<file path="src/hdmi_pkg.sv">
package hdmi_pkg;

  // bus and coordinate widths
  localparam int APB_AW = 8;
  localparam int APB_DW = 32;
  localparam int PIX_W  = 12;  // pix_x / pix_y width

  // apb word addresses
  localparam logic [APB_AW-1:0] REG_CTRL   = 8'h00;
  localparam logic [APB_AW-1:0] REG_STATUS = 8'h04;

  typedef enum logic [1:0] {
    PAT_BARS  = 2'd0,
    PAT_WHITE = 2'd1,
    PAT_BLACK = 2'd2,
    PAT_RAMP  = 2'd3
  } pattern_e;

  // ctrl register, bit 0 is the lsb
  typedef struct packed {
    pattern_e pattern;     // [3:2]
    logic     video_en;    // [1]
    logic     init_start;  // [0] pulse
  } ctrl_t;

  typedef struct packed {
    logic nack_err;   // [2]
    logic init_over;  // [1]
    logic init_busy;  // [0]
  } status_t;

  typedef struct packed {
    logic [7:0] reg_addr;
    logic [7:0] data;
  } i2c_req_t;

  typedef struct packed {
    logic hs;
    logic vs;
    logic de;
  } vid_sync_t;

  // transmitter bring-up, written in this order
  localparam int INIT_LEN = 6;
  localparam i2c_req_t INIT_TABLE [INIT_LEN] = '{
    '{8'h04, 8'h01},  // soft reset release
    '{8'h09, 8'h00},  // input select
    '{8'h1a, 8'h0c},  // rgb888 input format
    '{8'h30, 8'h55},  // tmds drive
    '{8'h41, 8'h21},  // hdmi mode
    '{8'h08, 8'h01}   // output on
  };

  // rgb565 bar colours, left to right
  localparam logic [15:0] BAR_COLORS [8] = '{
    16'hffff, 16'hffe0, 16'h07ff, 16'h07e0,
    16'hf81f, 16'hf800, 16'h001f, 16'h0000
  };

endpackage

</file>
<file path="src/apb_reg_decode.sv">
`timescale 1ns/1ps
module apb_reg_decode (
  input  logic                            cfg_clk,
  input  logic                            arst_n,
  input  logic [hdmi_pkg::APB_AW-1:0]     paddr,
  input  logic                            psel,
  input  logic                            penable,
  input  logic                            pwrite,
  input  logic [hdmi_pkg::APB_DW-1:0]     pwdata,
  input  hdmi_pkg::status_t               status,
  output logic [hdmi_pkg::APB_DW-1:0]     prdata,
  output logic                            pready,
  output logic                            pslverr,
  output hdmi_pkg::ctrl_t                 ctrl
);

  logic               hit_ctrl;
  logic               hit_stat;
  logic               access;    // apb access phase
  logic               wr_ctrl;
  logic               start_q;   // init_start pulse
  logic               video_en_q;
  hdmi_pkg::pattern_e pattern_q;

  assign hit_ctrl = (paddr == hdmi_pkg::REG_CTRL);
  assign hit_stat = (paddr == hdmi_pkg::REG_STATUS);
  assign access   = psel & penable;
  assign wr_ctrl  = access & pwrite & hit_ctrl;  // status writes dropped

  assign pready  = 1'b1;                            // zero wait states
  assign pslverr = access & ~(hit_ctrl | hit_stat);

  // read mux, zero for unmapped
  always_comb
  begin
    prdata = '0;
    if (psel && !pwrite)
    begin
      if (hit_ctrl)
        prdata[3:1] = {pattern_q, video_en_q};  // bit 0 always reads 0
      else if (hit_stat)
        prdata[2:0] = status;
    end
  end

  always_ff @(posedge cfg_clk or negedge arst_n)
  begin
    if (!arst_n)
    begin
      start_q    <= 1'b0;
      video_en_q <= 1'b0;
      pattern_q  <= hdmi_pkg::PAT_BARS;
    end
    else
    begin
      start_q <= wr_ctrl & pwdata[0];  // self clearing
      if (wr_ctrl)
      begin
        video_en_q <= pwdata[1];
        pattern_q  <= hdmi_pkg::pattern_e'(pwdata[3:2]);
      end
    end
  end

  assign ctrl = '{pattern: pattern_q, video_en: video_en_q, init_start: start_q};

endmodule

</file>
<file path="src/hdmi_top.sv">
`timescale 1ns/1ps
module hdmi_top #(
  parameter int         H_ACTIVE = 640,
  parameter int         H_FRONT  = 16,
  parameter int         H_SYNC   = 96,
  parameter int         H_BACK   = 48,
  parameter int         V_ACTIVE = 480,
  parameter int         V_FRONT  = 10,
  parameter int         V_SYNC   = 2,
  parameter int         V_BACK   = 33,
  parameter int         I2C_DIV  = 25,
  parameter logic [6:0] DEV_ADDR = 7'h59
) (
  input  logic                         cfg_clk,
  input  logic                         arst_n,
  input  logic [hdmi_pkg::APB_AW-1:0]  paddr,
  input  logic                         psel,
  input  logic                         penable,
  input  logic                         pwrite,
  input  logic [hdmi_pkg::APB_DW-1:0]  pwdata,
  output logic [hdmi_pkg::APB_DW-1:0]  prdata,
  output logic                         pready,
  output logic                         pslverr,
  output logic                         hd_scl,
  output logic                         hd_sda_oe,   // open drain, 1 pulls low
  input  logic                         hd_sda_in,
  output logic                         init_over,   // status light
  output logic                         hs_out,
  output logic                         vs_out,
  output logic                         de_out,
  output logic [7:0]                   r_out,
  output logic [7:0]                   g_out,
  output logic [7:0]                   b_out
);

  hdmi_pkg::ctrl_t             ctrl;
  hdmi_pkg::status_t           status;
  hdmi_pkg::i2c_req_t          req;
  hdmi_pkg::vid_sync_t         sync;
  logic                        req_valid;
  logic                        done;
  logic                        nack;
  logic                        video_on;
  logic [hdmi_pkg::PIX_W-1:0]  pix_x;
  logic [hdmi_pkg::PIX_W-1:0]  pix_y;

  assign init_over = status.init_over;

  apb_reg_decode u_apb (
    .cfg_clk, .arst_n, .paddr, .psel, .penable, .pwrite, .pwdata,
    .status, .prdata, .pready, .pslverr, .ctrl
  );

  tx_init_seq u_seq (
    .cfg_clk, .arst_n, .ctrl, .done, .nack,
    .req_valid, .req, .status, .video_on
  );

  i2c_byte_master #(.I2C_DIV(I2C_DIV), .DEV_ADDR(DEV_ADDR)) u_i2c (
    .cfg_clk, .arst_n, .req_valid, .req,
    .sda_in (hd_sda_in),
    .scl    (hd_scl),
    .sda_oe (hd_sda_oe),
    .done, .nack
  );

  video_timing #(
    .H_ACTIVE(H_ACTIVE), .H_FRONT(H_FRONT), .H_SYNC(H_SYNC), .H_BACK(H_BACK),
    .V_ACTIVE(V_ACTIVE), .V_FRONT(V_FRONT), .V_SYNC(V_SYNC), .V_BACK(V_BACK)
  ) u_timing (
    .cfg_clk, .arst_n, .video_on, .sync, .pix_x, .pix_y
  );

  pattern_out #(.H_ACTIVE(H_ACTIVE)) u_pat (
    .cfg_clk, .arst_n, .ctrl, .sync, .pix_x, .pix_y,
    .hs_out, .vs_out, .de_out, .r_out, .g_out, .b_out
  );

endmodule

</file>
<file path="src/i2c_byte_master.sv">
`timescale 1ns/1ps
module i2c_byte_master #(
  parameter int         I2C_DIV  = 25,
  parameter logic [6:0] DEV_ADDR = 7'h59
) (
  input  logic               cfg_clk,
  input  logic               arst_n,
  input  logic               req_valid,
  input  hdmi_pkg::i2c_req_t req,
  input  logic               sda_in,
  output logic               scl,
  output logic               sda_oe,   // 1 pulls sda low
  output logic               done,
  output logic               nack
);

  localparam int DIV_W = (I2C_DIV > 1) ? $clog2(I2C_DIV) : 1;

  typedef enum logic [2:0] {
    S_IDLE,
    S_START,
    S_DATA,
    S_ACK,
    S_STOP,
    S_DONE
  } state_e;

  state_e           state;
  logic [DIV_W-1:0] div_cnt;   // cycles per quarter
  logic [1:0]       qtr;       // quarter of the scl bit
  logic [2:0]       bit_cnt;
  logic [1:0]       byte_cnt;  // addr, reg, data
  logic [23:0]      shreg;     // msb goes out first
  logic             nack_q;
  logic             tick;
  logic             bit_end;
  logic             scl_d;
  logic             sda_low_d;

  assign tick    = (div_cnt == DIV_W'(I2C_DIV - 1));
  assign bit_end = tick && (qtr == 2'd3);

  // scl low in quarters 0-1, high in 2-3
  // sda only moves in quarter 1 so it never changes under a high scl
  always_comb
  begin
    scl_d     = 1'b1;
    sda_low_d = 1'b0;
    case (state)
      S_START:
        sda_low_d = qtr[1];  // falls with scl high
      S_DATA:
      begin
        scl_d     = qtr[1];
        sda_low_d = (qtr == 2'd0) ? sda_oe : ~shreg[23];
      end
      S_ACK:
      begin
        scl_d     = qtr[1];
        sda_low_d = (qtr == 2'd0) ? sda_oe : 1'b0;  // released for target
      end
      S_STOP:
      begin
        scl_d     = qtr[1];
        sda_low_d = (qtr == 2'd0) ? sda_oe : (qtr != 2'd3);  // rises last
      end
      default:
      begin
        scl_d     = 1'b1;
        sda_low_d = 1'b0;
      end
    endcase
  end

  always_ff @(posedge cfg_clk or negedge arst_n)
  begin
    if (!arst_n)
    begin
      state    <= S_IDLE;
      div_cnt  <= '0;
      qtr      <= 2'd0;
      bit_cnt  <= 3'd0;
      byte_cnt <= 2'd0;
      nack_q   <= 1'b0;
      scl      <= 1'b1;   // bus idle
      sda_oe   <= 1'b0;
    end
    else
    begin
      scl    <= scl_d;
      sda_oe <= sda_low_d;
      if (state == S_IDLE || state == S_DONE)
      begin
        div_cnt <= '0;
        qtr     <= 2'd0;
      end
      else if (tick)
      begin
        div_cnt <= '0;
        qtr     <= qtr + 2'd1;
      end
      else
        div_cnt <= div_cnt + 1'b1;
      case (state)
        S_IDLE:
          if (req_valid)
          begin
            byte_cnt <= 2'd0;
            bit_cnt  <= 3'd0;
            nack_q   <= 1'b0;
            state    <= S_START;
          end
        S_START:
          if (bit_end)
            state <= S_DATA;
        S_DATA:
          if (bit_end)
          begin
            bit_cnt <= bit_cnt + 3'd1;  // wraps to 0 for the next byte
            if (bit_cnt == 3'd7)
              state <= S_ACK;
          end
        S_ACK:
          if (bit_end)  // last cycle of scl high
          begin
            if (sda_in)
            begin
              nack_q <= 1'b1;
              state  <= S_STOP;  // stop right away
            end
            else if (byte_cnt == 2'd2)
              state <= S_STOP;
            else
            begin
              byte_cnt <= byte_cnt + 2'd1;
              state    <= S_DATA;
            end
          end
        S_STOP:
          if (bit_end)
            state <= S_DONE;
        default:
          state <= S_IDLE;  // done lasts one cycle
      endcase
    end
  end

  // payload shifter
  always_ff @(posedge cfg_clk)
  begin
    if (state == S_IDLE && req_valid)
      shreg <= {DEV_ADDR, 1'b0, req.reg_addr, req.data};  // write bit 0
    else if (state == S_DATA && bit_end)
      shreg <= {shreg[22:0], 1'b0};
  end

  assign done = (state == S_DONE);
  assign nack = nack_q;  // valid with done

endmodule

</file>
<file path="src/pattern_out.sv">
`timescale 1ns/1ps
module pattern_out #(
  parameter int H_ACTIVE = 640
) (
  input  logic                        cfg_clk,
  input  logic                        arst_n,
  input  hdmi_pkg::ctrl_t             ctrl,
  input  hdmi_pkg::vid_sync_t         sync,
  input  logic [hdmi_pkg::PIX_W-1:0]  pix_x,
  input  logic [hdmi_pkg::PIX_W-1:0]  pix_y,
  output logic                        hs_out,
  output logic                        vs_out,
  output logic                        de_out,
  output logic [7:0]                  r_out,
  output logic [7:0]                  g_out,
  output logic [7:0]                  b_out
);

  logic [15:0] rgb565;   // r[15:11] g[10:5] b[4:0]
  logic [2:0]  bar_idx;

  // eight equal bars across the active width
  assign bar_idx = 3'(({3'b000, pix_x} << 3) / H_ACTIVE);

  always_comb
  begin
    case (ctrl.pattern)
      hdmi_pkg::PAT_BARS:  rgb565 = hdmi_pkg::BAR_COLORS[bar_idx];
      hdmi_pkg::PAT_WHITE: rgb565 = 16'hffff;
      hdmi_pkg::PAT_BLACK: rgb565 = 16'h0000;
      default:             rgb565 = {pix_x[4:0], pix_y[5:0], 5'b00000};  // ramp
    endcase
  end

  // one stage, pixel and syncs together
  always_ff @(posedge cfg_clk or negedge arst_n)
  begin
    if (!arst_n)
    begin
      hs_out <= 1'b0;
      vs_out <= 1'b0;
      de_out <= 1'b0;
      r_out  <= 8'd0;
      g_out  <= 8'd0;
      b_out  <= 8'd0;
    end
    else
    begin
      hs_out <= sync.hs;
      vs_out <= sync.vs;
      de_out <= sync.de;
      if (sync.de)
      begin
        r_out <= {rgb565[15:11], 3'b000};  // 565 to 888, zero fill
        g_out <= {rgb565[10:5], 2'b00};
        b_out <= {rgb565[4:0], 3'b000};
      end
      else
      begin
        r_out <= 8'd0;  // black in blanking
        g_out <= 8'd0;
        b_out <= 8'd0;
      end
    end
  end

endmodule

</file>
<file path="src/tx_init_seq.sv">
`timescale 1ns/1ps
module tx_init_seq (
  input  logic                cfg_clk,
  input  logic                arst_n,
  input  hdmi_pkg::ctrl_t     ctrl,
  input  logic                done,
  input  logic                nack,
  output logic                req_valid,
  output hdmi_pkg::i2c_req_t  req,
  output hdmi_pkg::status_t   status,
  output logic                video_on
);

  localparam int IDX_W = $clog2(hdmi_pkg::INIT_LEN);

  typedef enum logic [1:0] {
    IDLE,
    ISSUE,   // latch table entry
    WAIT,    // write in flight
    FINISH
  } state_e;

  state_e           state;
  logic [IDX_W-1:0] idx;      // current table entry
  logic             busy_q;
  logic             over_q;
  logic             nack_q;

  always_ff @(posedge cfg_clk or negedge arst_n)
  begin
    if (!arst_n)
    begin
      state  <= IDLE;
      idx    <= '0;
      busy_q <= 1'b0;
      over_q <= 1'b0;
      nack_q <= 1'b0;
    end
    else
    begin
      case (state)
        IDLE:
          if (ctrl.init_start)  // starts only from idle, ignored while busy
          begin
            busy_q <= 1'b1;
            over_q <= 1'b0;
            nack_q <= 1'b0;
            idx    <= '0;
            state  <= ISSUE;
          end
        ISSUE:
          state <= WAIT;
        WAIT:
          if (done)
          begin
            if (nack)
            begin
              nack_q <= 1'b1;  // abort at this entry
              busy_q <= 1'b0;
              state  <= IDLE;
            end
            else if (idx == IDX_W'(hdmi_pkg::INIT_LEN - 1))
              state <= FINISH;
            else
            begin
              idx   <= idx + 1'b1;
              state <= ISSUE;
            end
          end
        FINISH:
        begin
          busy_q <= 1'b0;  // same edge as over
          over_q <= 1'b1;
          state  <= IDLE;
        end
        default:
          state <= IDLE;
      endcase
    end
  end

  // request payload, held through WAIT
  always_ff @(posedge cfg_clk)
  begin
    if (state == ISSUE)
      req <= hdmi_pkg::INIT_TABLE[idx];
  end

  assign req_valid = (state == WAIT);
  assign status    = '{nack_err: nack_q, init_over: over_q, init_busy: busy_q};
  assign video_on  = over_q & ctrl.video_en;  // video only after a clean init

endmodule

</file>
<file path="src/video_timing.sv">
`timescale 1ns/1ps
module video_timing #(
  parameter int H_ACTIVE = 640,
  parameter int H_FRONT  = 16,
  parameter int H_SYNC   = 96,
  parameter int H_BACK   = 48,
  parameter int V_ACTIVE = 480,
  parameter int V_FRONT  = 10,
  parameter int V_SYNC   = 2,
  parameter int V_BACK   = 33
) (
  input  logic                         cfg_clk,
  input  logic                         arst_n,
  input  logic                         video_on,
  output hdmi_pkg::vid_sync_t          sync,
  output logic [hdmi_pkg::PIX_W-1:0]   pix_x,
  output logic [hdmi_pkg::PIX_W-1:0]   pix_y
);

  localparam int H_TOTAL = H_ACTIVE + H_FRONT + H_SYNC + H_BACK;
  localparam int V_TOTAL = V_ACTIVE + V_FRONT + V_SYNC + V_BACK;
  localparam int H_W     = $clog2(H_TOTAL);
  localparam int V_W     = $clog2(V_TOTAL);

  logic [H_W-1:0] h_cnt;  // active, front, sync, back
  logic [V_W-1:0] v_cnt;
  logic           h_act;
  logic           v_act;

  always_ff @(posedge cfg_clk or negedge arst_n)
  begin
    if (!arst_n)
    begin
      h_cnt <= '0;
      v_cnt <= '0;
    end
    else if (!video_on)
    begin
      h_cnt <= '0;  // parked at frame start
      v_cnt <= '0;
    end
    else if (h_cnt == H_W'(H_TOTAL - 1))
    begin
      h_cnt <= '0;
      v_cnt <= (v_cnt == V_W'(V_TOTAL - 1)) ? '0 : v_cnt + 1'b1;
    end
    else
      h_cnt <= h_cnt + 1'b1;
  end

  assign h_act = (h_cnt < H_W'(H_ACTIVE));
  assign v_act = (v_cnt < V_W'(V_ACTIVE));

  // active high syncs, all low while off
  assign sync.hs = video_on && (h_cnt >= H_W'(H_ACTIVE + H_FRONT))
                 && (h_cnt < H_W'(H_ACTIVE + H_FRONT + H_SYNC));
  assign sync.vs = video_on && (v_cnt >= V_W'(V_ACTIVE + V_FRONT))
                 && (v_cnt < V_W'(V_ACTIVE + V_FRONT + V_SYNC));
  assign sync.de = video_on && h_act && v_act;

  assign pix_x = sync.de ? hdmi_pkg::PIX_W'(h_cnt) : '0;  // zero outside active
  assign pix_y = sync.de ? hdmi_pkg::PIX_W'(v_cnt) : '0;

endmodule
</file>
<file path="config.mk">
export PLATFORM = sky130hd
export DESIGN_NAME = hdmi_top
export DESIGN_NICKNAME = d
export VERILOG_FILES = /design/src/hdmi_pkg.sv /design/src/apb_reg_decode.sv /design/src/hdmi_top.sv /design/src/i2c_byte_master.sv /design/src/pattern_out.sv /design/src/tx_init_seq.sv /design/src/video_timing.sv
export SDC_FILE = /design/constraint.sdc
export NUM_CORES = 1
export LEC_CHECK = 0
export BUFFER_PORTS_ARGS = -buffer_cell sky130_fd_sc_hd__buf_4
export CAP_MARGIN = 40
export CORE_MARGIN = 2
export CORE_UTILIZATION = 25
export CTS_CLUSTER_DIAMETER = 40
export DETAILED_ROUTE_END_ITERATION = 16
export PLACE_DENSITY_LB_ADDON = 0.12
export SLEW_MARGIN = 0
export SYNTH_ARGS = -nofsm -noshare
export SYNTH_HDL_FRONTEND = slang
export SYNTH_SLANG_ARGS = --single-unit
</file>
<file path="constraint.sdc">
create_clock -name cfg_clk -period 3.24 [get_ports cfg_clk]
set_input_delay 0.162 -clock cfg_clk [delete_from_list [all_inputs] [get_ports cfg_clk]]
set_output_delay 0.162 -clock cfg_clk [all_outputs]
set_load 0.05 [all_outputs]
</file>
; ---- Yosys cells after proc, flatten, opt, wreduce, memory -nomap -nowiden
; Memory sizes are Yosys's and may differ from the RTL's. A register that Yosys moved wholly into a read port is not among the register bits.
; Index checks and enable logic that the tools add are counted.
[totals]
elab_cells = 194
output_inout_bits = 64
ff_bits = 101
input_bits = 46
mem_count = 2
rom_bits = 256
[op_classes]
muxes = 68
div = 1
n_eq_ne = 37
n_addsub = 7
bitwise_logic = 11
n_reduce_logical = 35
n_lt_le_gt_ge = 7
[memory_table]
columns = memory, depth, word_bits, read_ports, rd_clocked_by_memory_dff, wr, line
row1 = (name not given), 8, 16, 1, 1, 0, tx_init_seq.sv:86  ; req <= hdmi_pkg::INIT_TABLE[idx];
row2 = (name not given), 8, 16, 1, 0, 0, pattern_out.sv:28  ; hdmi_pkg::PAT_BARS: rgb565 = hdmi_pkg::BAR_COLORS[bar_idx];
[ops]
columns = cell, count
row1 = $mux W16, 4
row2 = $mux W10, 6
row3 = $pmux W16 S3, 1
row4 = $mux W3, 15
row5 = $div A15 B10 Y32 const B, 1
row6 = $ne A2 B2 Y1 const B, 13
row7 = $mux W8, 3
row8 = $mux W2, 11
row9 = $add A10 B1 Y10 const B, 2
row10 = $eq A10 B10 Y1 const B, 2
row11 = $lt A10 B10 Y1 const B, 2
row12 = $lt A10 B9 Y1 const B, 2
row13 = $mux W1, 15
row14 = $pmux W3 S5, 1
row15 = $eq A3 B3 Y1 const B, 4
row16 = $ne A2 B1 Y1 const B, 6
row17 = $pmux W3 S2, 2
row18 = $reduce_and A4 Y1, 3
row19 = $reduce_bool A2 Y1, 6
row20 = $eq A2 B2 Y1 const B, 5
row21 = $ge A10 B10 Y1 const B, 1
row22 = $ge A10 B9 Y1 const B, 1
row23 = $logic_and A1 B1 Y1, 10
row24 = $mux W5, 2
row25 = other kinds (30), 48

; ---- Depth between registers and ports, before layout
; Gate-level depths: netlist of the first run.
[logic_depth]
depth_word = 11
ltp_mapped = 8
ltp_nobuf = 6

; ---- Modules after synthesis
; Synthesis of the first run repeated with hierarchy kept, for this count alone.
[hier_totals]
hier_cells = 695
hier_area_um2 = 6392.4
[by_module_without_submodules]
columns = mod, seq_area_each_um2, instances, cells_each, area_per_inst_um2
row1 = i2c_byte_master, 1092.3, 1, 201, 1978.1
row2 = pattern_out, 375.4, 1, 217, 1770.4
row3 = video_timing, 500.5, 1, 147, 1335.0
row4 = tx_init_seq, 440.4, 1, 73, 804.5
row5 = apb_reg_decode, 100.1, 1, 57, 504.2

; ---- Least setup slack after synthesis of the first run
; OpenSTA, ideal clock, no wires.
[synth_timing]
path_kind = input to output
startpoint = in paddr[6] in the netlist's numbering
endpoint = out prdata[3] in the netlist's numbering
path_slack_ns = 0.956
stages = 4
t_required_ns = 3.078
path_buffers = 0
t_arrival_ns = 2.122
path_cell_list = or4_4 -> nor4_4 -> nand3b_1 -> nor3_1
[synth_between]
elab_chain_cells = 3
[synth_lines]
columns = item, line
row1 = start: declaration, hdmi_top.sv:16  ; input logic [hdmi_pkg::APB_AW-1:0] paddr,
row2 = $logic_not A8 Y1, apb_reg_decode.sv:25  ; assign hit_ctrl = (paddr == hdmi_pkg::REG_CTRL);
row3 = $mux W1, apb_reg_decode.sv:39  ; if (hit_ctrl)
row4 = $mux W4, apb_reg_decode.sv:37  ; if (psel && !pwrite)
row5 = end: declaration, hdmi_top.sv:21  ; output logic [hdmi_pkg::APB_DW-1:0] prdata,
; Every way passes these cells.

; ---- Worst setup path in the final report of the first run
[layout_timing]
startpoint = reg u_i2c.div_cnt[0]
endpoint = reg u_i2c.shreg[0], enable pin
[layout_between]
elab_chain_cells = 4
[layout_lines]
columns = item, line
row1 = start: declaration, i2c_byte_master.sv:29  ; logic [DIV_W-1:0] div_cnt;
row2 = start signal: assignment, i2c_byte_master.sv:103  ; div_cnt <= div_cnt + 1'b1;
row3 = $eq A5 B5 Y1, i2c_byte_master.sv:40  ; assign tick = (div_cnt == DIV_W'(I2C_DIV - 1));
row4 = $logic_and A1 B1 Y1, i2c_byte_master.sv:41  ; assign bit_end = tick && (qtr == 2'd3);
row5 = $logic_and A1 B1 Y1, i2c_byte_master.sv:153  ; else if (state == S_DATA && bit_end)
row6 = $reduce_bool A2 Y1 (no line), -
row7 = end signal: assignment, i2c_byte_master.sv:152  ; shreg <= {DEV_ADDR, 1'b0, req.reg_addr, req.data};
row8 = end signal: assignment, i2c_byte_master.sv:154  ; shreg <= {shreg[22:0], 1'b0};
row9 = end: declaration, i2c_byte_master.sv:33  ; logic [23:0] shreg;
; Every way passes these cells.
; A chain may end at the register's enable or synchronous reset.

==> results of run 1 <==
cells by family (layout without fill, tap and decap cells):
kind of cell / Yosys count / in the layout
adders and majority gates: 17 / 17
muxes: 17 / 17
and+or+nand+nor: 200 / 200
xor gates and xnor gates: 13 / 13
buffers and inverters: 90 / 93
AOI/OAI and AO/OA: 87 / 87
DFF: 97 / 97
other: 2 / 37
per-stage QoR:
step	util, %	worst slack, ns	power [mW]	area, um^2
global route	28.9	0.742	2.96	5800
detailed placement	27.5	0.938	1.82	5510
floorplan	-	0.956	1.73	5190
global placement	27.4	0.962	1.80	5490
finish	28.9	0.979	2.80	5800
CTS	28.9	0.918	2.86	5800
synthesized netlist by cell type (4+ instances only):
cell type	n	share of area (%)
xor2_1	5	0.87
nand2_1	70	5.2
ha_1	17	4.2
inv_1	27	2.0
clkbuf_1	14	1.0
nand2b_1	4	0.49
dfrtp_1	64	32
nor3_1	15	1.5
xnor2_1	8	1.4
edfxtp_1	24	14
buf_4	41	6.1
nand4_1	4	0.49
dfxtp_1	8	3.2
a21oi_1	25	2.5
mux2i_1	14	2.8
a31oi_1	4	0.49
nor2_1	49	3.6
o21ai_0	23	2.3
o21a_1	4	0.59
nor2b_1	9	1.1
nand3_1	14	1.4
and2_1	7	0.87
buf_2	8	0.79
final timing paths:
check                           slack [ns]  cells past startpoint             start                end
worst min register to register        0.48                      2   u_i2c.shreg[16]    u_i2c.shreg[17]
worst max register to register        0.98                      6  u_i2c.div_cnt[0]     u_i2c.shreg[0]
worst max-delay path                  0.98                      6  u_i2c.div_cnt[0]     u_i2c.shreg[0]
worst min-delay path                  0.03                      3         pwdata[0]      u_apb.start_q
min in group asynchronous             0.27                      2            arst_n  u_timing.v_cnt[7]
max in group asynchronous             2.38                      3            arst_n          u_i2c.scl
per-layer routing:
metal | global-route usage, % | vias to the layer above | part of all wire (%)
met5 | 0 | - | 0
met2 | 17.7 | 73 | 49
li1 | - | 1774 | -
met3 | 3.44 | 12 | 4.2
met4 | 3.01 | 0 | 1.1
met1 | 13.9 | 1753 | 46
sequential cells by signal (all words and copies together) (netlist names), 5 cells and up:
signal,flops
u_i2c.div_cnt,5
u_i2c.shreg,24
u_pat.g_out,6
u_pat.r_out,5
u_seq.req,8
u_timing.h_cnt,10
u_timing.v_cnt,10
worst max-delay path: stages, from the launching register on:
cell and delay, ns:
dfrtp_1 0.41, inv_1 0.07, ha_1 0.13, and4b_1 0.41, nand4b_2 0.13, buf_4 0.21
nand2_1 0.53
power by group:
group          total [mW]  leakage [nW]  switching [mW]  internal, mW
Combinational       0.446          1.31           0.319         0.127
Sequential           1.34          1.10          0.0367          1.30
Clock                1.02         0.139           0.472         0.543
placed cells by master (no fill, tap or decap), drive strengths merged, types with 4 or more instances in the layout:
master,instances
nand2,70
dfrtp,64
nor2,49
buf,49
conb,37
inv,29
a21oi,25
edfxtp,24
o21ai,23
ha,17
nor3,15
nand3,14
mux2i,14
clkbuf,10
nor2b,9
xnor2,8
dfxtp,8
and2,7
xor2,5
nand4,5
o21a,4
nand2b,4
a31oi,4
or2,4
layout make-up:
| type | instances | area, um^2 | share of cell area [%] |
|---|---|---|---|
| Multi-Input combinational cell | 371 | 2180 | 37.6 |
| Inverter | 27 | 101 | 1.75 |
| Tap cell | 270 | 338 | 5.83 |
| Timing Repair Buffer | 50 | 390 | 6.73 |
| Clock inverter | 6 | 41.3 | 0.712 |
| Sequential cell | 97 | 2510 | 43.3 |
| Clock buffer | 10 | 239 | 4.12 |
==> impl_results.rst, run 1 <==
.. list-table::
   :header-rows: 1

   * - Metric
     - Value
   * - Half-perimeter wire length after detailed placement
     - 7700 um
   * - Area of the core region
     - 20000 um^2
   * - Routed length per placed instance
     - 13.2 um
   * - Fin Setup TNS
     - 0 ns
   * - Sinks on Clock Net
     - 97
   * - Cell variety after synth
     - 63
   * - Max FO, Critical Path
     - 16
   * - H-tree Lvls
     - 3
   * - Worst slew margin relative to its limit
     - 54.9%
   * - Initial DRC Count
     - 185
   * - Resize count post-CTS
     - 0
   * - Drt total wl
     - 11000 um
   * - Die outline area
     - 21400 um^2
   * - Number of warnings reported in the yosys synthesis log
     - 0
   * - Initial Utilization
     - 25.2%
   * - Fin nets
     - 619
   * - Filler Cell Count
     - 2145
   * - Antenna violations before repair
     - 0
   * - Setup Crit Path Kind
     - reg -> reg
   * - Final RePlAce weighted congestion
     - 0.801
   * - Insertion delay of the later-clocked pin in the worst-skew pair
     - 0.35 ns
   * - Max Clk Rate
     - 442 MHz
   * - Die width
     - 146 um
   * - Period Utilization, post-route
     - 69.8%
   * - Critical Path RT
     - 3.22 ns
   * - Library cell used as clock root buffer
     - clkbuf_16
   * - Static Leakage
     - 2.55 nW
   * - Number of failing setup endpoints in the final timing report
     - 0
   * - Overflow left after global routing
     - 0
   * - Max rail drop VDD
     - 0.211 mV
   * - Number of global-route vias before repair
     - 3719
   * - Portion of netlist area occupied by mux cells
     - 3.44%
   * - Setup repair after global routing missed its margin
     - no
   * - Dominant combinational cell family by area after synthesis
     - simple AND/OR/NAND/NOR gates
   * - Number of placed instances with taps included
     - 814
   * - Clock tree buffer depth
     - 2
   * - EDFF count, synth
     - 24
   * - Number of cells in the finished layout apart from fillers
     - 831
   * - Post-Synthesis Mean Instance Area
     - 9.67 um^2
   * - Number of maximum-capacitance constraint violations
     - 0
   * - Number of diodes
     - 0
   * - Via density per instance
     - 4.35
   * - Row count
     - 52
   * - Count of pins over their slew limit
     - 0
   * - Count of input and output buffers
     - 44
   * - Synthesized-area fraction occupied by xor and xnor cells
     - 2.25%
   * - Number of placed I/O pins
     - 110
   * - Number of nets with antenna violations after detailed routing
     - 0
   * - Synthesized area
     - 5060 um^2
   * - Worst path arrival time
     - 2.24 ns
   * - Least-Margin Pin Slew
     - 0.675 ns
   * - Worst Setup Start Kind
     - flop
   * - Overall fraction of global-route tracks in use
     - 10.8%
   * - Hold Violations, Final
     - 0
   * - Fraction of final layout cells with drive strength greater than 1
     - 14.1%
   * - CTS clk-pin slew, worst paths
     - 0.07 ns
   * - Share of the synthesized area in compound gates (AO/OA/AOI/OAI)
     - 11.0%
   * - Sequential area share after synthesis
     - 49.6%
   * - Status
     - finished clean
   * - Number of iterations in the first detailed-routing pass
     - 4
   * - Hold Slack
     - 0.0313 ns
   * - Flop and latch count out of synthesis
     - 97
   * - Share of flip-flops with an asynchronous set or reset after synthesis
     - 67.0%
   * - CTS tree
     - yes
   * - Die height
     - 146 um
   * - Cell count after synthesis
     - 523
   * - Via count of the routed design
     - 3612
   * - Flip-flop cell with the highest count after synthesis
     - dfrtp_1
   * - Adder-cell share of the synthesized area
     - 4.20%
   * - Number of buffers added for setup after CTS
     - 0
   * - Number of buffers inserted during clock tree synthesis
     - 9
   * - Pwr/cell area
     - 483 nW/um^2
   * - Final min period
     - 2.26 ns
   * - Worst Skew
     - 0.00676 ns
   * - Path class of the lowest-slack min-delay path
     - in -> reg
   * - Remaining DRCs
     - 0
   * - Largest net degree at the start of global routing
     - 38
   * - Area share of and/or/nand/nor cells after synthesis
     - 19.4%
   * - CP endpoint kind
     - flop
   * - First-pass GRT wire length
     - 18800 um
   * - Hold bufs inserted after CTS
     - 1
   * - Area grow syn2layout
     - 14.6%
Note: power is estimated with default switching activity, not from simulation.
==> run 2, diff against run 1 <==
==> constraint.sdc (replaced) <==
create_clock -name cfg_clk -period 1.8 [get_ports cfg_clk]
set_input_delay 0.09 -clock cfg_clk [delete_from_list [all_inputs] [get_ports cfg_clk]]
set_output_delay 0.09 -clock cfg_clk [all_outputs]
set_load 0.05 [all_outputs]
==> run 2 against run 1 <==
Effect of this change:
- cell count rose by 5.2%
- sequential cell count did not move
- design area rose by 7.7%
- hold slack improved by 0.0044 ns
- combinational power rose by 99%
- clock skew barely moved
- utilization rose by 2.2 points
- sequential share of layout area fell by 3.1 points
- die area did not move
- clock-buffer cell count rose by 1
- fmax rose by 34%
==> impl_results.rst, run 2 (synthesis gave the netlist of run 1 again) <==
.. list-table::
   :header-rows: 1

   * - Metric
     - Value
   * - Status
     - finished clean
   * - Static Leakage
     - 2.79 nW
   * - Worst Setup Start Kind
     - flop
   * - Number of flip-flops in the largest register
     - 24
   * - Worst reg-to-reg setup slack
     - 0.12 ns
   * - NetSw
     - 1.49 mW
   * - Crit-path slowest cell
     - dfrtp_1
   * - End point of the worst hold path
     - u_i2c.nack
   * - Remaining DRCs
     - 0
   * - Worst path arrival time
     - 1.94 ns
   * - Insertion delay of the later-clocked pin in the worst-skew pair
     - 0.35 ns
   * - Count of input and output buffers
     - 44
   * - First-pass GRT wire length
     - 19200 um
   * - Hold Path Cell Cnt
     - 2
   * - Largest incremental delay on the critical path
     - 0.34 ns
   * - Overflow left after global routing
     - 0
   * - Die height
     - 146 um
   * - Sinks on Clock Net
     - 97
   * - Endpoint of the worst register-to-register path
     - u_timing.v_cnt[4]
   * - Worst Hold Launch
     - hd_sda_in
   * - Combinational cell fraction of total power
     - 16.4%
   * - Final RePlAce weighted congestion
     - 0.838
   * - Antenna violations before repair
     - 0
   * - Hold Violations, Final
     - 0
   * - Sequential power share
     - 44.4%
   * - Fin nets
     - 663
   * - Half-perimeter wire length after detailed placement
     - 8410 um
   * - Highest-count cells in the layout ignoring fill and taps
     - 86 x buf_4, 69 x nand2_1, 63 x dfrtp_1
   * - Power consumption
     - 5.42 mW
   * - Period Utilization, post-route
     - 93.6%
   * - Pwr/cell area
     - 867 nW/um^2
   * - Post-Place Worst Slack
     - 0.0110 ns
   * - Final min period
     - 1.68 ns
   * - CP endpoint kind
     - flop
   * - Top Registers
     - u_i2c.shreg: 24 flops, u_timing.h_cnt: 10 flops, u_timing.v_cnt: 10 flops
   * - Overall fraction of global-route tracks in use
     - 11.2%
   * - Number of failing setup endpoints in the final timing report
     - 0
   * - Number of nets with antenna violations after detailed routing
     - 0
   * - Proportion of total power due to net switching
     - 27.4%
   * - Clock tree buffer depth
     - 2
   * - Area post-placement
     - 5830 um^2
   * - Number of global-route vias before repair
     - 3813
   * - Final cell utilization of the core
     - 31.2%
   * - Number of iterations in the first detailed-routing pass
     - 4
   * - Most common cell after layout, fill and taps aside
     - buf_4
   * - Drt total wl
     - 11400 um
   * - Initial Utilization
     - 25.2%
   * - Die width
     - 146 um
   * - Via count of the routed design
     - 3677
   * - Count of pins over their slew limit
     - 0
   * - Critical Path RT
     - 2.06 ns
   * - H-tree Lvls
     - 3
   * - Routed length per placed instance
     - 13.1 um
   * - Via density per instance
     - 4.21
   * - Critical path, cell by cell
     - inv_1 > ha_1 > nor4bb_1 > a41o_1 > or2_1 > o31ai_1
   * - Buf+Inv Stages, Crit Path
     - 1
   * - Library cell used as clock root buffer
     - clkbuf_16
   * - Number of diodes
     - 0
   * - Number of maximum-capacitance constraint violations
     - 0
   * - Part of the total power dissipated in the clock network
     - 39.2%
   * - Row count
     - 52
   * - Internal power consumption
     - 3.93 mW
   * - Number of placed I/O pins
     - 110
   * - Post-route setup slack
     - 0.116 ns
   * - Max rail drop VDD
     - 0.407 mV
   * - Max Clk Rate
     - 594 MHz
   * - CTS tree
     - yes
   * - Logic depth of the worst register-to-register path
     - 6
   * - Max FO, Critical Path
     - 8
   * - Worst r2r src
     - u_timing.v_cnt[0]
   * - Biggest register
     - u_i2c.shreg
   * - Die outline area
     - 21400 um^2
   * - Area of the core region
     - 20000 um^2
   * - Fraction of final layout cells with drive strength greater than 1
     - 21.0%
   * - Path class of the lowest-slack min-delay path
     - in -> reg
   * - Largest net degree at the start of global routing
     - 35
   * - Area grow syn2layout
     - 23.4%
   * - Worst Skew
     - 0.00632 ns
   * - Family with the most delay on the worst path
     - compound AO/OA/AOI/OAI gates
   * - Number of buffers inserted during clock tree synthesis
     - 9
   * - Setup Crit Path Kind
     - reg -> reg
   * - Final std cell area, no fill
     - 6240 um^2
   * - CTS clk-pin slew, worst paths
     - 0.07 ns
   * - Initial DRC Count
     - 150
-- run 2: cell types whose count changed in the layout (fill, tap and decap cells not counted), moves of 2 or more --
cell and delta:
buf_6 +2, dlygate4sd3_1 +4, nor3_1 -2, buf_4 +38, clkinv_2 -2, bufinv_16 +2
-- run 2: layout make-up --
cell class                      instances  area [um^2]
Inverter                               27          101
Tap cell                              270          338
Fill cell                            2148        13800
Multi-Input combinational cell        371         2230
Timing Repair Buffer                   94          738
Clock inverter                          4         73.8
Clock buffer                           11          254
Sequential cell                        97         2510
-- run 2: worst max-delay path by stage --
| stage | startpoint | end | slack (ns) | depth (start not counted) |
|---|---|---|---|---|
| 6_report | u_timing.v_cnt[0] | u_timing.v_cnt[4] | 0.12 | 6 |
| 5_1_grt | u_seq.state[0] | u_i2c.shreg[12] | -0.002 | 7 |
| 4_1_cts | u_timing.h_cnt[0] | u_timing.v_cnt[1] | 0.04 | 6 |
| 3_5_place_dp | u_seq.state[0] | u_i2c.shreg[4] | 0.01 | 8 |
| 3_3_place_gp | u_seq.state[0] | u_i2c.shreg[13] | -0.01 | 8 |
| 2_1_floorplan | u_i2c.div_cnt[0] | u_i2c.shreg[0] | 0.02 | 7 |
-- run 2: per-layer routing --
layer / share of wire (%) / up-vias / GRT usage, % / routed length [um]
met3: 3.2 / 10 / 3.25 / 366
met2: 51 / 46 / 19.3 / 5790
met1: 45 / 1761 / 13.8 / 5150
met5: 0 / - / 0 / 0
met4: 1.2 / 0 / 2.67 / 143
li1: - / 1860 / - / -
-- run 2: metrics by stage --
step | hold slack (ns) | instances | TNS, ns
final | 0.0357 | 874 | 0
after global routing | 0.0292 | 874 | -0.00224
after CTS | 0.0302 | 874 | 0
after detailed placement | 0.0855 | 854 | 0
after global placement | 0.0812 | 854 | -0.0307
after floorplan | -0.206 | 558 | 0
-- run 2: repair_timing --
item | 4_1_cts | 5_1_grt
resized for setup | 1 | 9
hold buffers | 5 | 0
setup endpoints to repair | 1 | 25
setup buffers | 0 | 0
endpoints found under the hold margin | 35 | 0
-- run 2: power groups by stage --
stage,registers (mW),logic (mW),clock network [mW]
6_report,2.41,0.888,2.12
5_1_grt,2.42,0.982,2.30
4_1_cts,2.41,0.891,2.21
3_5_place_dp,2.45,0.877,0
3_3_place_gp,2.45,0.881,0
2_1_floorplan,2.48,0.630,0
==> run 3, diff against run 2 <==
--- a/config.mk
+++ b/config.mk
@@ -7,6 +7,8 @@
 export LEC_CHECK = 0
 export BUFFER_PORTS_ARGS = -buffer_cell sky130_fd_sc_hd__buf_4
 export CAP_MARGIN = 40
+export CELL_PAD_IN_SITES_DETAIL_PLACEMENT = 1
+export CELL_PAD_IN_SITES_GLOBAL_PLACEMENT = 1
 export CORE_MARGIN = 2
 export CORE_UTILIZATION = 25
 export CTS_CLUSTER_DIAMETER = 40
@@ -15,4 +17,5 @@
 export SLEW_MARGIN = 0
 export SYNTH_ARGS = -nofsm -noshare
 export SYNTH_HDL_FRONTEND = slang
+export SYNTH_HIERARCHICAL = 1
 export SYNTH_SLANG_ARGS = --single-unit
==> run 3 against run 2 <==
Effect of this change:
- the flow now finishes with violations (negative setup slack)
- clock-buffer cell count shrank 2
- die area rose by 25%
- global-route usage is 3.1 points higher
- wire length is 64% higher
- critical path depth grew 9
- synthesized cell count grew 32%
- largest power group unchanged
- highest routed layer unchanged
==> impl_results.rst, run 3 <==
.. list-table::
   :header-rows: 1

   * - Metric
     - Value
   * - Die width
     - 163 um
   * - Worst Setup Start Kind
     - flop
   * - Capture point of the worst path
     - u_pat/b_out[6]
   * - Final std cell area, no fill
     - 8350 um^2
   * - Number of nets with antenna violations after detailed routing
     - 0
   * - Drt total wl
     - 18800 um
   * - Die outline area
     - 26700 um^2
   * - Fin Setup TNS
     - -17.28 ns
   * - Most common cell after layout, fill and taps aside
     - buf_4
   * - Number of flip-flops in the largest register
     - 24
   * - Worst r2r src
     - u_seq/over_q
   * - Initial Utilization
     - 25.4%
   * - Number of placed instances with taps included
     - 1119
   * - Post-Place Worst Slack
     - -1.77 ns
   * - Post-route setup slack
     - -1.55 ns
   * - Area post-placement
     - 7550 um^2
   * - Fraction of final layout cells with drive strength greater than 1
     - 33.2%
   * - Number of buffers inserted during clock tree synthesis
     - 9
   * - Fin nets
     - 883
   * - Endpoint of the worst register-to-register path
     - u_pat/b_out[6]
   * - Number of global-route vias before repair
     - 5667
   * - Remaining DRCs
     - 0
   * - Max FO, Critical Path
     - 8
   * - Sinks on Clock Net
     - 97
   * - Number of placed I/O pins
     - 110
   * - Least-Margin Pin Slew
     - 0.525 ns
   * - Overflow left after global routing
     - 0
   * - Pwr/cell area
     - 617 nW/um^2
   * - Status
     - finished, violations left
   * - CTS tree
     - yes
   * - Initial DRC Count
     - 195
   * - Period Utilization, post-route
     - 186%
   * - Overall fraction of global-route tracks in use
     - 14.3%
   * - Library cell used as clock root buffer
     - clkbuf_16
   * - Final min period
     - 3.35 ns
   * - Area grow syn2layout
     - 31.5%
   * - Count of input and output buffers
     - 44
   * - CTS clk-pin slew, worst paths
     - 0.08 ns
   * - Number of cells in the finished layout apart from fillers
     - 1158
   * - Via density per instance
     - 4.67
   * - Static Leakage
     - 3.67 nW
   * - Worst reg-to-reg setup slack
     - -1.55 ns
   * - Cell count after synthesis
     - 689
   * - Max Clk Rate
     - 298 MHz
   * - First-pass GRT wire length
     - 30300 um
   * - Area of the core region
     - 25000 um^2
   * - Clock tree buffer depth
     - 2
   * - Worst setup path startpoint
     - u_seq/over_q
   * - Insertion delay of the later-clocked pin in the worst-skew pair
     - 0.36 ns
   * - Number of iterations in the first detailed-routing pass
     - 4
   * - Worst slew margin relative to its limit
     - 64.5%
   * - Half-perimeter wire length after detailed placement
     - 14300 um
   * - Path class of the lowest-slack min-delay path
     - in -> reg
   * - Row count
     - 58
   * - Number of maximum-capacitance constraint violations
     - 0
   * - Via count of the routed design
     - 5412
   * - Critical Path RT
     - 2.05 ns
   * - Die height
     - 163 um
   * - Hold Violations, Final
     - 0
   * - Max rail drop VDD
     - 0.404 mV
   * - Setup Crit Path Kind
     - reg -> reg
   * - Setup repair after global routing missed its margin
     - yes
   * - Post-Synthesis Mean Instance Area
     - 9.22 um^2
   * - Worst Hold Launch
     - pwdata[0]
   * - Worst Skew
     - 0.0113 ns
   * - Antenna violations before repair
     - 0
   * - Logic depth of the worst register-to-register path
     - 15
   * - Largest net degree at the start of global routing
     - 37
   * - H-tree Lvls
     - 3
   * - Failing checks
     - negative setup slack
   * - CP endpoint kind
     - flop
   * - Routed length per placed instance
     - 16.2 um
   * - Worst path arrival time
     - 3.60 ns
   * - Number of diodes
     - 0
   * - Top Registers
     - u_i2c/shreg: 24 flops, u_timing/h_cnt: 10 flops, u_timing/v_cnt: 10 flops
   * - Final RePlAce weighted congestion
     - 0.851
   * - Biggest register
     - u_i2c/shreg
   * - Count of pins over their slew limit
     - 0
   * - Number of failing setup endpoints in the final timing report
     - 22
   * - Synthesized area
     - 6350 um^2
   * - Number of warnings reported in the yosys synthesis log
     - 6
   * - Highest-count cells in the layout ignoring fill and taps
     - 163 x buf_4, 89 x nand2_1, 63 x dfrtp_1
[run 3: worst max-delay path: stages, from the launching register on]
cell	delay, ns
dfrtp_1	0.39
and2_4	0.17
inv_4	0.06
nor2_4	0.04
and3_4	0.18
and2_4	0.17
buf_8	0.12
o311a_4	0.36
and2_4	0.20
o311ai_4	0.31
o221ai_2	0.16
xnor2_1	0.16
o32a_1	0.39
o32ai_2	0.29
o211a_1	0.20
nor3_2	0.05
[run 3: stage by stage]
step	utilization, %	hold slack [ns]	power [mW]
6_report	33.4	0.0167	5.15
5_1_grt	33.4	0.0149	5.39
4_1_cts	32.3	0.00204	5.17
3_5_place_dp	30.1	0.0841	3.11
3_3_place_gp	30.1	0.0743	3.09
2_1_floorplan	-	-0.206	2.95
[run 3: power by group]
group	leakage, nW	switching, mW	internal, mW	total, mW
Combinational	2.34	0.524	0.296	0.821
Clock	0.150	1.00	0.993	2.00
Sequential	1.19	0.0400	2.29	2.33
Total	3.67	1.57	3.58	5.15
[run 3: cell type report]
class                           instances  area [um^2]
Fill cell                            2895        16700
Tap cell                              330          413
Multi-Input combinational cell        512         3600
Timing Repair Buffer                  178         1430
Clock inverter                          7         81.3
Sequential cell                        97         2510
Inverter                               25         96.3
Clock buffer                            9          225
[run 3: repair_timing]
item	in CTS	in global routing
setup buffers	6	14
hold buffers	5	0
pin swaps	10	20
gates resized for setup	31	29
setup endpoints to repair	22	43
hold endpoints to repair	32	0
[run 3: worst min path at each step]
stage                               endpoint  slack [ns]  cells after the start
after floorplan           u_apb/pattern_q[0]       -0.21                      0
after global placement     u_i2c/byte_cnt[0]        0.07                      1
after detailed placement   u_i2c/byte_cnt[1]        0.08                      1
after CTS                      u_apb/start_q       0.002                      2
after global routing           u_apb/start_q        0.01                      2
final                          u_apb/start_q        0.02                      2
[run 3: metal layers]
| layer | part of all wire, % | wire, um | global-route usage, % | up-vias |
|---|---|---|---|---|
| li1 | - | - | - | 2628 |
| met1 | 46 | 8580 | 18.2 | 2701 |
| met4 | 1.9 | 361 | 4.51 | 0 |
| met2 | 50 | 9430 | 24.7 | 61 |
| met5 | 0 | 0 | 0 | - |
| met3 | 2.1 | 394 | 2.36 | 22 |
